File: src/common/poly_pkg.sv
// shared widths and token formats; unsigned arithmetic only, spare command bits are ignored
`default_nettype none

package poly_pkg;

    // ------------------------------------------------------------
    // widths
    // ------------------------------------------------------------
    localparam int data_w   = 16;           // coefficient and x tokens
    localparam int result_w = 32;           // horner result, mod 2^32
    localparam int count_w  = 6;            // command count field

    // ------------------------------------------------------------
    // opcodes and status codes
    // ------------------------------------------------------------
    typedef enum logic [1:0] {
        op_stp = 2'd0,                      // load coefficients
        op_evp = 2'd1,                      // evaluate a block of x
        op_bad = 2'd2,                      // reserved, old block-evaluate slot
        op_rst = 2'd3                       // forget the polynomial
    } poly_op_e;

    typedef enum logic [1:0] {
        st_ok        = 2'd0,
        st_no_poly   = 2'd1,                // evp with nothing loaded
        st_bad_count = 2'd2,                // zero count or too many terms
        st_bad_op    = 2'd3
    } poly_status_e;

    // ------------------------------------------------------------
    // stream tokens
    // ------------------------------------------------------------
    // command word, opcode in the top bits
    typedef struct packed {
        poly_op_e             opcode;
        logic [count_w-1:0]   count;
        logic [7:0]           spare;        // don't care
    } poly_cmd_t;

    typedef struct packed {
        logic [result_w-1:0]  value;
        poly_status_e         status;
    } poly_result_t;

endpackage

`default_nettype wire

File: src/logic/poly_actor_top.sv
// polynomial actor top; max_terms 2..32, fifo_depth a power of two, result latency varies
`default_nettype none
`timescale 1ns/1ps

module poly_actor_top #(
    parameter int max_terms  = 8,
    parameter int fifo_depth = 4
) (
    input  logic                           clk,
    input  logic                           rst,
    input  logic                           cmd_valid,
    output logic                           cmd_ready,
    input  poly_pkg::poly_cmd_t            cmd_token,
    input  logic                           data_valid,
    output logic                           data_ready,
    input  logic [poly_pkg::data_w-1:0]    data_token,
    output logic                           out_valid,
    input  logic                           out_ready,
    output poly_pkg::poly_result_t         out_token
);

    localparam int idx_w  = $clog2(max_terms);
    localparam int term_w = $clog2(max_terms + 1);
    localparam int cmd_w  = $bits(poly_pkg::poly_cmd_t);

    logic                           cmd_head_valid;
    logic                           cmd_head_ready;
    poly_pkg::poly_cmd_t            cmd_head;
    logic                           data_head_valid;
    logic                           data_head_ready;
    logic [poly_pkg::data_w-1:0]    data_head;
    logic                           coef_wr;
    logic [idx_w-1:0]               coef_idx;
    logic [poly_pkg::data_w-1:0]    coef_data;
    logic                           eval_start;
    logic [poly_pkg::data_w-1:0]    eval_x;
    logic [term_w-1:0]              eval_terms;
    logic                           eval_done;
    logic [poly_pkg::result_w-1:0]  eval_value;
    logic                           res_valid;
    logic                           res_ready;
    poly_pkg::poly_result_t         res_token;

    // ------------------------------------------------------------
    // input side
    // ------------------------------------------------------------
    token_fifo #(.width(cmd_w), .fifo_depth(fifo_depth)) cmd_fifo (
        .clk(clk), .rst(rst),
        .in_valid(cmd_valid), .in_ready(cmd_ready), .in_data(cmd_token),
        .out_valid(cmd_head_valid), .out_ready(cmd_head_ready), .out_data(cmd_head)
    );

    token_fifo #(.width(poly_pkg::data_w), .fifo_depth(fifo_depth)) data_fifo (
        .clk(clk), .rst(rst),
        .in_valid(data_valid), .in_ready(data_ready), .in_data(data_token),
        .out_valid(data_head_valid), .out_ready(data_head_ready), .out_data(data_head)
    );

    // ------------------------------------------------------------
    // engine and output side
    // ------------------------------------------------------------
    firing_controller #(.max_terms(max_terms)) u_ctrl (
        .clk(clk), .rst(rst),
        .cmd_valid(cmd_head_valid), .cmd_ready(cmd_head_ready), .cmd_token(cmd_head),
        .data_valid(data_head_valid), .data_ready(data_head_ready), .data_token(data_head),
        .coef_wr(coef_wr), .coef_idx(coef_idx), .coef_data(coef_data),
        .eval_start(eval_start), .eval_x(eval_x), .eval_terms(eval_terms),
        .eval_done(eval_done), .eval_value(eval_value),
        .res_valid(res_valid), .res_ready(res_ready), .res_token(res_token)
    );

    horner_eval #(.max_terms(max_terms)) u_horner (
        .clk(clk), .rst(rst),
        .coef_wr(coef_wr), .coef_idx(coef_idx), .coef_data(coef_data),
        .eval_start(eval_start), .eval_x(eval_x), .eval_terms(eval_terms),
        .eval_done(eval_done), .eval_value(eval_value)
    );

    result_emitter u_emit (
        .clk(clk), .rst(rst),
        .res_valid(res_valid), .res_ready(res_ready), .res_token(res_token),
        .out_valid(out_valid), .out_ready(out_ready), .out_token(out_token)
    );

endmodule

`default_nettype wire

File: src/logic/result_emitter.sv
// one-slot output register; res_ready depends combinationally on out_ready
`default_nettype none
`timescale 1ns/1ps

module result_emitter (
    input  logic                    clk,
    input  logic                    rst,
    input  logic                    res_valid,
    output logic                    res_ready,
    input  poly_pkg::poly_result_t  res_token,
    output logic                    out_valid,
    input  logic                    out_ready,
    output poly_pkg::poly_result_t  out_token
);

    logic load_slot;

    assign res_ready = !out_valid || out_ready;     // empty, or emptied this cycle
    assign load_slot = res_valid && res_ready;

    always_ff @(posedge clk or negedge rst)
    begin
        if (!rst)
            out_valid <= 1'b0;
        else if (load_slot)
            out_valid <= 1'b1;
        else if (out_ready)
            out_valid <= 1'b0;
    end

    always_ff @(posedge clk)
    begin
        if (load_slot)
            out_token <= res_token;                 // held steady until taken
    end

endmodule

`default_nettype wire

File: src/logic/token_fifo.sv
// register FIFO with valid/ready on both sides; fifo_depth must be a power of two, at least 2
`default_nettype none
`timescale 1ns/1ps

module token_fifo #(
    parameter int width      = 16,
    parameter int fifo_depth = 4
) (
    input  logic             clk,
    input  logic             rst,
    input  logic             in_valid,
    output logic             in_ready,
    input  logic [width-1:0] in_data,
    output logic             out_valid,
    input  logic             out_ready,
    output logic [width-1:0] out_data
);

    localparam int ptr_w = $clog2(fifo_depth);
    localparam int cnt_w = ptr_w + 1;

    logic [width-1:0] mem [fifo_depth];
    logic [ptr_w-1:0] wr_ptr;
    logic [ptr_w-1:0] rd_ptr;
    logic [cnt_w-1:0] count;
    logic             push;
    logic             pop;

    assign out_valid = (count != '0);
    assign out_data  = mem[rd_ptr];                 // head is already registered
    // when full, a pop in the same cycle frees the slot
    assign in_ready  = (count != cnt_w'(fifo_depth)) || out_ready;

    assign push = in_valid && in_ready;
    assign pop  = out_valid && out_ready;

    // ------------------------------------------------------------
    // pointers and occupancy
    // ------------------------------------------------------------
    always_ff @(posedge clk or negedge rst)
    begin
        if (!rst)
        begin
            wr_ptr <= '0;
            rd_ptr <= '0;
            count  <= '0;
        end
        else
        begin
            if (push)
                wr_ptr <= wr_ptr + 1'b1;            // wraps, depth is a power of two
            if (pop)
                rd_ptr <= rd_ptr + 1'b1;
            if (push && !pop)
                count <= count + 1'b1;
            else if (pop && !push)
                count <= count - 1'b1;
        end
    end

    always_ff @(posedge clk)
    begin
        if (push)
            mem[wr_ptr] <= in_data;
    end

endmodule

`default_nettype wire

File: src/poly_engine/firing_controller.sv
// command FSM; runs one command at a time, validates it, and owns all status decisions
`default_nettype none
`timescale 1ns/1ps

module firing_controller #(
    parameter int max_terms = 8
) (
    input  logic                               clk,
    input  logic                               rst,
    input  logic                               cmd_valid,
    output logic                               cmd_ready,
    input  poly_pkg::poly_cmd_t                cmd_token,
    input  logic                               data_valid,
    output logic                               data_ready,
    input  logic [poly_pkg::data_w-1:0]        data_token,
    output logic                               coef_wr,
    output logic [$clog2(max_terms)-1:0]       coef_idx,
    output logic [poly_pkg::data_w-1:0]        coef_data,
    output logic                               eval_start,
    output logic [poly_pkg::data_w-1:0]        eval_x,
    output logic [$clog2(max_terms+1)-1:0]     eval_terms,
    input  logic                               eval_done,
    input  logic [poly_pkg::result_w-1:0]      eval_value,
    output logic                               res_valid,
    input  logic                               res_ready,
    output poly_pkg::poly_result_t             res_token
);

    localparam int idx_w  = $clog2(max_terms);
    localparam int term_w = $clog2(max_terms + 1);

    typedef enum logic [2:0] {idle, decode, load, eval_fetch, eval_wait, emit, done} state_e;

    state_e                         state;
    state_e                         state_nx;
    poly_pkg::poly_cmd_t            cmd_reg;
    logic [poly_pkg::count_w-1:0]   remaining;      // data tokens still to pop
    logic                           loaded;
    logic [term_w-1:0]              terms;          // size of the loaded polynomial
    logic [idx_w-1:0]               load_idx;
    poly_pkg::poly_result_t         res_reg;
    poly_pkg::poly_status_e         decode_status;
    logic                           stp_count_ok;
    logic                           data_fire;

    assign cmd_ready  = (state == idle);
    assign data_ready = (state == load) || (state == eval_fetch);
    assign data_fire  = data_valid && data_ready;

    assign coef_wr    = (state == load) && data_valid;
    assign coef_idx   = load_idx;
    assign coef_data  = data_token;
    assign eval_start = (state == eval_fetch) && data_valid && loaded;
    assign eval_x     = data_token;
    assign eval_terms = terms;
    assign res_valid  = (state == emit);
    assign res_token  = res_reg;

    assign stp_count_ok = (cmd_reg.count != '0) && (cmd_reg.count <= max_terms);

    always_comb
    begin
        case (cmd_reg.opcode)
            poly_pkg::op_stp: decode_status = stp_count_ok ? poly_pkg::st_ok
                                                           : poly_pkg::st_bad_count;
            poly_pkg::op_evp: decode_status = (cmd_reg.count != '0) ? poly_pkg::st_ok
                                                                    : poly_pkg::st_bad_count;
            poly_pkg::op_bad: decode_status = poly_pkg::st_bad_op;
            default:          decode_status = poly_pkg::st_ok;
        endcase
    end

    // ------------------------------------------------------------
    // next state
    // ------------------------------------------------------------
    always_comb
    begin
        state_nx = state;
        case (state)
            idle:       if (cmd_valid) state_nx = decode;
            decode:
            begin
                case (cmd_reg.opcode)
                    poly_pkg::op_stp: state_nx = stp_count_ok ? load : emit;
                    poly_pkg::op_evp: state_nx = (cmd_reg.count != '0) ? eval_fetch : emit;
                    poly_pkg::op_rst: state_nx = done;   // silent
                    default:          state_nx = emit;
                endcase
            end
            load:       if (data_valid && remaining == 1) state_nx = emit;
            eval_fetch: if (data_valid) state_nx = loaded ? eval_wait : emit;
            eval_wait:  if (eval_done) state_nx = emit;
            emit:       if (res_ready) state_nx = (remaining != '0) ? eval_fetch : done;
            default:    state_nx = idle;
        endcase
    end

    always_ff @(posedge clk or negedge rst)
    begin
        if (!rst)
        begin
            state     <= idle;
            remaining <= '0;
            loaded    <= 1'b0;
            terms     <= '0;
        end
        else
        begin
            state <= state_nx;
            if (state == decode)
            begin
                if (cmd_reg.opcode == poly_pkg::op_rst)
                    loaded <= 1'b0;
                if (decode_status == poly_pkg::st_ok && cmd_reg.opcode != poly_pkg::op_rst)
                    remaining <= cmd_reg.count;
                else
                    remaining <= '0;                 // error path emits once
            end
            else if (data_fire)
            begin
                remaining <= remaining - 1'b1;
                if (state == load && remaining == 1)
                begin
                    loaded <= 1'b1;
                    terms  <= term_w'(cmd_reg.count);
                end
            end
        end
    end

    // payload registers
    always_ff @(posedge clk)
    begin
        if (cmd_valid && cmd_ready)
            cmd_reg <= cmd_token;
        case (state)
            decode:
            begin
                load_idx <= idx_w'(cmd_reg.count - 1'b1);   // first token is highest order
                res_reg  <= '{value: '0, status: decode_status};
            end
            load:
                if (data_fire)
                begin
                    load_idx <= load_idx - 1'b1;
                    res_reg  <= '{value: poly_pkg::result_w'(cmd_reg.count),
                                  status: poly_pkg::st_ok};
                end
            eval_fetch:
                if (data_fire && !loaded)
                    res_reg <= '{value: '0, status: poly_pkg::st_no_poly};
            eval_wait:
                if (eval_done)
                    res_reg <= '{value: eval_value, status: poly_pkg::st_ok};
            default:
                ;
        endcase
    end

endmodule

`default_nettype wire

File: src/poly_engine/horner_eval.sv
// coefficient store and serial horner evaluator; eval_terms must be 1..max_terms, no writes while busy
`default_nettype none
`timescale 1ns/1ps

module horner_eval #(
    parameter int max_terms = 8
) (
    input  logic                               clk,
    input  logic                               rst,
    input  logic                               coef_wr,
    input  logic [$clog2(max_terms)-1:0]       coef_idx,
    input  logic [poly_pkg::data_w-1:0]        coef_data,
    input  logic                               eval_start,
    input  logic [poly_pkg::data_w-1:0]        eval_x,
    input  logic [$clog2(max_terms+1)-1:0]     eval_terms,
    output logic                               eval_done,
    output logic [poly_pkg::result_w-1:0]      eval_value
);

    localparam int idx_w  = $clog2(max_terms);
    localparam int term_w = $clog2(max_terms + 1);

    logic [poly_pkg::data_w-1:0]    coef_mem [max_terms];
    logic [poly_pkg::result_w-1:0]  acc;
    logic [poly_pkg::data_w-1:0]    x_reg;
    logic [idx_w-1:0]               idx;            // next coefficient to fold in
    logic [term_w-1:0]              steps_left;
    logic                           busy;
    logic [idx_w-1:0]               top_idx;

    assign top_idx    = idx_w'(eval_terms - 1'b1);
    assign eval_value = acc;

    always_ff @(posedge clk)
    begin
        if (coef_wr)
            coef_mem[coef_idx] <= coef_data;
    end

    // ------------------------------------------------------------
    // sequencing
    // ------------------------------------------------------------
    // the start cycle folds in the top coefficient, so n terms take n cycles
    always_ff @(posedge clk or negedge rst)
    begin
        if (!rst)
        begin
            busy       <= 1'b0;
            steps_left <= '0;
            eval_done  <= 1'b0;
        end
        else
        begin
            eval_done <= 1'b0;
            if (eval_start)
            begin
                steps_left <= eval_terms - 1'b1;
                busy       <= (eval_terms > 1);
                eval_done  <= (eval_terms == 1);
            end
            else if (busy)
            begin
                steps_left <= steps_left - 1'b1;
                if (steps_left == 1)
                begin
                    busy      <= 1'b0;
                    eval_done <= 1'b1;
                end
            end
        end
    end

    // datapath, 32x16 multiply-add truncated to 32 bits
    always_ff @(posedge clk)
    begin
        if (eval_start)
        begin
            acc   <= poly_pkg::result_w'(coef_mem[top_idx]);
            x_reg <= eval_x;
            idx   <= top_idx - 1'b1;
        end
        else if (busy)
        begin
            acc <= acc * poly_pkg::result_w'(x_reg) + poly_pkg::result_w'(coef_mem[idx]);
            idx <= idx - 1'b1;
        end
    end

endmodule

`default_nettype wire

File: config.mk
export PLATFORM = sky130hd
export DESIGN_NAME = poly_actor_top
export DESIGN_NICKNAME = d
export VERILOG_FILES = /design/src/common/poly_pkg.sv /design/src/logic/poly_actor_top.sv /design/src/logic/result_emitter.sv /design/src/logic/token_fifo.sv /design/src/poly_engine/firing_controller.sv /design/src/poly_engine/horner_eval.sv
export SDC_FILE = /design/constraint.sdc
export NUM_CORES = 1
export LEC_CHECK = 0
export BUFFER_PORTS_ARGS = -buffer_cell sky130_fd_sc_hd__buf_4
export CAP_MARGIN = 0
export CELL_PAD_IN_SITES_DETAIL_PLACEMENT = 1
export CELL_PAD_IN_SITES_GLOBAL_PLACEMENT = 1
export CORE_UTILIZATION = 57
export CTS_CLUSTER_SIZE = 28
export DETAILED_ROUTE_END_ITERATION = 10
export HOLD_SLACK_MARGIN = 0.05
export PLACE_DENSITY_LB_ADDON = 0.1
export RECOVER_POWER = 100
export SKIP_LAST_GASP = 1
export SYNTH_ARGS = -nofsm -noshare
export SYNTH_HDL_FRONTEND = slang
export SYNTH_SLANG_ARGS = --single-unit
File: constraint.sdc
create_clock -name clk -period 15.85 [get_ports clk]
set_input_delay 0.7925 -clock clk [delete_from_list [all_inputs] [get_ports clk]]
set_output_delay 0.7925 -clock clk [all_outputs]
set_load 0.1 [all_outputs]
**After elaboration in Yosys (flattened, before gate mapping)**

Memories as Yosys holds them, arrays and structs flattened. A register that Yosys moved wholly into a read port is not among the register bits.
Index checks and enable logic that the tools add are counted.

- Bits of input ports: 37
- RAM bits: 256
- Flip-flop bits (word level): 157
- Memories: 3
- Word-level logic and storage cells: 167

- $add $sub $neg: 16
- Equality and inequality tests: 22
- Reduce and logical (&&, ||, !) cells: 47
- Multiplexer cells: 52
- Multiply operators: 1
- Bitwise logic cells: 1
- $lt $le $gt $ge: 2

Memory list:

| memory | depth | width | read ports | clocked after memory_dff | wr ports | RTL line | RTL |
|---|---|---|---|---|---|---|---|
| u_horner.coef_mem | 8 | 16 | 2 | 1 | 1 | horner_eval.sv:23 | `logic [poly_pkg::data_w-1:0] coef_mem [max_terms];` |
| cmd_fifo.mem | 4 | 16 | 1 | 1 | 1 | token_fifo.sv:22 | `logic [width-1:0] mem [fifo_depth];` |
| data_fifo.mem | 4 | 16 | 1 | 0 | 1 | token_fifo.sv:22 |  |

Operators by type and width:

| cell | number |
|---|---|
| case mux 34 bit (4 select lines) | 1 |
| two-way mux 34 bit | 3 |
| two-way mux 3 bit | 16 |
| adder 32 x 16 -> 32 bit | 1 |
| multiplier 32 x 16 -> 32 bit | 1 |
| two-way mux 16 bit | 2 |
| two-way mux 1 bit | 19 |
| two-way mux 6 bit | 3 |
| case mux 3 bit (6 select lines) | 1 |
| subtractor 3 x 1 -> 3 bit (second input constant) | 6 |
| logical AND 1 bit | 17 |
| nonzero test 2 bit | 7 |
| != test 2 bit (second input constant) | 6 |
| nonzero test 6 bit | 2 |
| case mux 3 bit (3 select lines) | 1 |
| adder 2 x 1 -> 2 bit (second input constant) | 4 |
| == test 4 x 1 -> 1 bit (second input constant) | 2 |
| two-way mux 4 bit | 2 |
| subtractor 4 x 1 -> 4 bit (second input constant) | 2 |
| adder 3 x 1 -> 3 bit (second input constant) | 2 |
| == test 3 x 2 -> 1 bit (second input constant) | 2 |
| == test 3 bit (second input constant) | 2 |
| == test 6 x 1 -> 1 bit (second input constant) | 1 |
| less-or-equal comparator 6 x 4 -> 1 bit (second input constant) | 1 |
| other kinds (21) | 37 |

**Logic depth before layout (Yosys ltp)**

- Word-level depth: 8
- Depth in mapped cells: 25
- Depth with buffers taken out: 23

**Hierarchy**

A second synthesis with hierarchy kept.

- Cell total of the unflattened synthesis: 2385
- Area, all modules: 29879.9 um2

By module, submodules not included:

| module | area each (um2) | cells an instance | instances |
|---|---|---|---|
| horner_eval | 20418.3 | 1868 | 1 |
| token_fifo | 2725.1 | 120 | 2 |
| firing_controller | 2936.6 | 239 | 1 |
| result_emitter | 1074.8 | 38 | 1 |

**Worst setup path before layout**

Ideal clock, no wire load.

- Kind: reg2reg
- Start point: reg u_horner.x_reg[2] (netlist name)
- End point: reg u_horner.acc (netlist bit u_horner.eval_value[31])
- Arrival time: 5.819 ns
- Cell stages (with the launch flop): 23
- Buffers on the path: 2
- Data required time: 15.719 ns
- Setup slack: 9.900 ns
- Library setup time: 0.131 ns
- Cells stage by stage: edfxtp_1 > clkbuf_1 > clkbuf_1 > nand2_1 > fa_1 > fa_1 > fa_1 > inv_1 > fa_1 > fa_1 > inv_1 > fa_1 > inv_1 > ha_1 > a21o_1 > a21o_1 > a221o_1 > a22o_1 > a31oi_4 > a21oi_2 > a211oi_2 > xnor2_1 > a21oi_1

- Cells in the longest elaborated chain, start to end: 2

RTL lines:

| what | RTL line | RTL |
|---|---|---|
| from (decl) | horner_eval.sv:25 | `logic [poly_pkg::data_w-1:0] x_reg;` |
| from (signal assigned) | horner_eval.sv:79 | `x_reg <= eval_x;` |
| multiplier 32 x 16 -> 32 bit | horner_eval.sv:84 | `acc <= acc * poly_pkg::result_w'(x_reg) + poly_pkg::result_w'(coef_mem[idx]);` |
| adder 32 x 16 -> 32 bit | horner_eval.sv:84 |  |
| to (signal assigned) | horner_eval.sv:78 | `acc <= poly_pkg::result_w'(coef_mem[top_idx]);` |
| to (signal assigned) | horner_eval.sv:84 |  |
| to (decl) | horner_eval.sv:24 | `logic [poly_pkg::result_w-1:0] acc;` |

No other way between the ends.
A chain may end at the register's enable or synchronous reset.

==> summary.txt <==
Clock tree
  • Postcts setup bufs: 0
  • Cts bufs inserted: 42
  • Clock slew at reported path FFs: 0.06 ns
  • # hold bufs at CTS: 0
  • Later-pin clock latency in the skew report: 0.60 ns
  • Root Driver: clkbuf_16
  • CTS-repair resized insts: 0
  • # clock sinks: 392
  • H-tree Lvls: 2
  • CTS Buffer Depth: 3
  • CTS tree: done

Worst setup path
  • Critical path's slowest cell: clkbuf_1
  • Req. time, crit path: ~16 ns
  • Cell mode on critical path: fa_1
  • CP max FO: 32
  • Worst flop-to-flop path endpoint: u_horner.eval_value[23]
  • WP buf/inv: 4
  • CP Depth: 19
  • Crit path max-delay family: adder cells
  • Cell Chain, Critical Path: clkbuf_1 -> mux4_2 -> mux2i_1 -> fa_1 -> inv_1 -> fa_1 -> fa_1 -> inv_1 -> fa_1 -> inv_1 -> ha_1 -> a2111oi_0 -> a21o_1 -> o21ai_0 -> o41ai_1 -> o21a_1 -> o21bai_1 -> xnor2_1 -> a21oi_1
  • Crit Path Category: register to register
  • Crit-path max cell delay: ~2.1 ns
  • Worst Reg2Reg Path Length in Cells: 19
  • Worst EP arrival: roughly 9.0 ns
  • Element type at the critical path start: register
  • Register-to-Register Setup Slack: 7.31 ns
  • Worst setup EP type: register

Route
  • Vias: about 18k
  • Vias per inst: 5.81
  • Post-Route WL: 74.2 mm
  • Antenna-violating nets left: 0
  • First-pass iteration count of the detailed router: 5
  • Drt drc: 0
  • Iteration-0 DRC Markers: ~1.3k
  • DR WL/cell: 24.3 um

GRT
  • Largest net degree at the start of global routing: 43
  • Overall routing resource usage: 0.313
  • Grt total ovfl: 0
  • Vias in the first global route: roughly 20k
  • First-pass GRT wire length: between 100 and 150 mm
  • Initial antenna violation count: 2

Die
  • Standard-cell rows: slightly above 80
  • Initial Util: 0.577
  • Core region area: between 0.04 and 0.05 sq mm
  • IO Pins: between 70 and 80
  • Die H: 224 um
  • Die Wd: between 200 and 250 um
  • Die area: about 0.05 sq mm

Pwr
  • Switching share of power: 0.455
  • Leakage Power: around 13 nW
  • Comb pwr share: 0.595
  • Switching Power: a little over 3 mW
  • Clock Power Share: 0.157
  • Peak supply drop: about 180 uV
  • P per Cell Area: ~220 mW/mm^2
  • Sequential power share: 0.248
  • Internal: around 3.7 mW

Outcome
  • Status: complete, but fails checks
  • Failing checks: capacitance limit, slew limit

Timing
  • Crit path time final: between 8 and 9 ns
  • Setup_tns: 0 ns
  • RSZ-0062 raised after global routing: no
  • Pins over their slew limit: between 200 and 300
  • Final period utilization: 0.539
  • Actual slew at the worst max-slew pin: about 5 ns
  • Fmax achieved: around 120 MHz
  • Slew Limit Headroom: -2.46
  • Final Hold Vio Count: 0
  • Clk_skew: about 0.037 ns
  • Count of final setup violators: 0

Synthesis
  • Post-synthesis sequential area ratio: 0.405
  • Top FF cell, synth: edfxtp_1
  • Yosys warnings: 0
  • Ys async rst share: 0.0893
  • Synthesized cell area: between 0.02 and 0.03 sq mm
  • Post-Synthesis Cells: 2,310
  • Count of state elements after synthesis: just under 400
  • Avg Inst Size Synth: between 10 and 15 sq um
  • Post-synth EDFFs: 338
  • Unique masters post-synth: 64
  • Syn Nets: ~2.8k

Finish
  • Max reg flops: about 130
  • Most frequent cells in the layout: 428 x inv_1, 338 x edfxtp_1, 321 x fa_1
  • Layout cell share with drive strength beyond 1: 0.0866
  • Top reg by flops: u_horner.coef_mem
  • Fin nets: 2,814
  • Regs by FF count: u_horner.coef_mem: 128 flops, data_fifo.mem: 64 flops
  • Layout Cells excl Fill: about 3k
  • P&R area growth vs syn: 8.77%
  • Most common cell after layout, fill and taps aside: inv_1

Run
  • Max-cap violation count: 10

Placed design
  • GP Congestion: between 0.8 and 0.9
  • Placed Cells: between 2k and 3k
  • I/O Buffers: 65
  • DP Wirelength: slightly above 50 mm

Worst hold path
  • HP Start: u_ctrl.res_token[18]
  • WHS Endpoint: u_emit.out_token[18]
  • Worst hold path class: register to register
  • Hold path cells: 0
==> worst reg2reg max path, cell delays in order, from the launching register on <==
cell	delay [ns]
dfxtp_1	0.31
clkbuf_1	2.07
mux4_2	0.72
mux2i_1	0.55
fa_1	0.51
inv_1	0.10
fa_1	0.46
fa_1	0.57
inv_1	0.06
fa_1	0.50
inv_1	0.05
ha_1	0.34
a2111oi_0	0.40
a21o_1	0.25
o21ai_0	0.33
o41ai_1	0.59
o21a_1	0.22
o21bai_1	0.09
xnor2_1	0.19
a21oi_1	0.10
==> layer usage <==
metal	vias up	global-route usage	wire length [um]
li1	7575	-	-
met1	9451	0.389	28700
met2	560	0.563	39300
met3	157	0.0391	3540
met4	0	0.115	2680
met5	-	0	0
==> layout make-up <==
type,instances,area (sq um)
clock inverters,29,432
fillers,4942,18200
flip-flops and latches,392,11400
inverters,428,1610
diodes,3,7.51
clock buffers,49,1080
well taps,664,831
repair buffers,106,514
multi-input cells,1385,14800
==> cells by family after synthesis <==
logic type / after synthesis / synth area share
compound gates: 149 / 0.0342
xor+xnor: 74 / 0.0230
fa+ha+maj: 422 / 0.273
buf+inv: 533 / 0.0713
flops: 392 / 0.405
mux: 140 / 0.0894
simple gates: 600 / 0.104
==> worst max path at each step <==
stage                                 from                       to  slack (ns)
global route                      register  u_horner.eval_value[30]        6.73
detailed placement  u_horner.eval_value[5]  u_horner.eval_value[30]        8.78
floorplan                u_horner.x_reg[2]  u_horner.eval_value[31]        9.90
global placement         u_horner.x_reg[5]  u_horner.eval_value[30]        8.93
finish                            register  u_horner.eval_value[23]        7.31
CTS                      u_horner.x_reg[5]  u_horner.eval_value[30]        8.69
==> cells in the mapped netlist (12+ instances only) <==
cell type | n | area share
dfrtp_1 | 35 | 0.031
edfxtp_1 | 338 | 0.36
ha_1 | 101 | 0.045
inv_1 | 427 | 0.057
clkbuf_1 | 89 | 0.012
a21o_1 | 15 | 0.0040
xnor2_1 | 46 | 0.014
xor2_1 | 28 | 0.0087
and2_1 | 198 | 0.044
a21oi_1 | 41 | 0.0073
nand3_1 | 13 | 0.0023
nand2_1 | 272 | 0.036
dfxtp_1 | 19 | 0.014
fa_1 | 321 | 0.23
mux2_2 | 12 | 0.0048
mux4_2 | 88 | 0.070
mux2i_1 | 40 | 0.014
o21ai_0 | 39 | 0.0069
nor2_1 | 55 | 0.0073
==> power by group through the flow <==
stage               clock [mW]  sequential [mW]  combinational (mW)
CTS                       1.08             1.68                4.11
global route              1.11             1.71                4.52
floorplan                    0             1.79                2.87
detailed placement           0             1.70                4.04
finish                    1.07             1.69                4.04
global placement             0             1.68                3.85
==> stage by stage <==
stage	worst slack (ns)	cell area, sq um	power [mW]	hold slack (ns)	util
floorplan	9.90	28200	4.66	0.400	-
global placement	8.93	29500	5.52	0.405	0.603
detailed placement	8.78	29500	5.74	0.406	0.603
CTS	8.69	31000	6.87	0.165	0.634
global route	6.73	30600	7.34	0.425	0.627
finish	7.31	30600	6.79	0.421	0.627
Note: power is estimated with default switching activity, not from simulation.
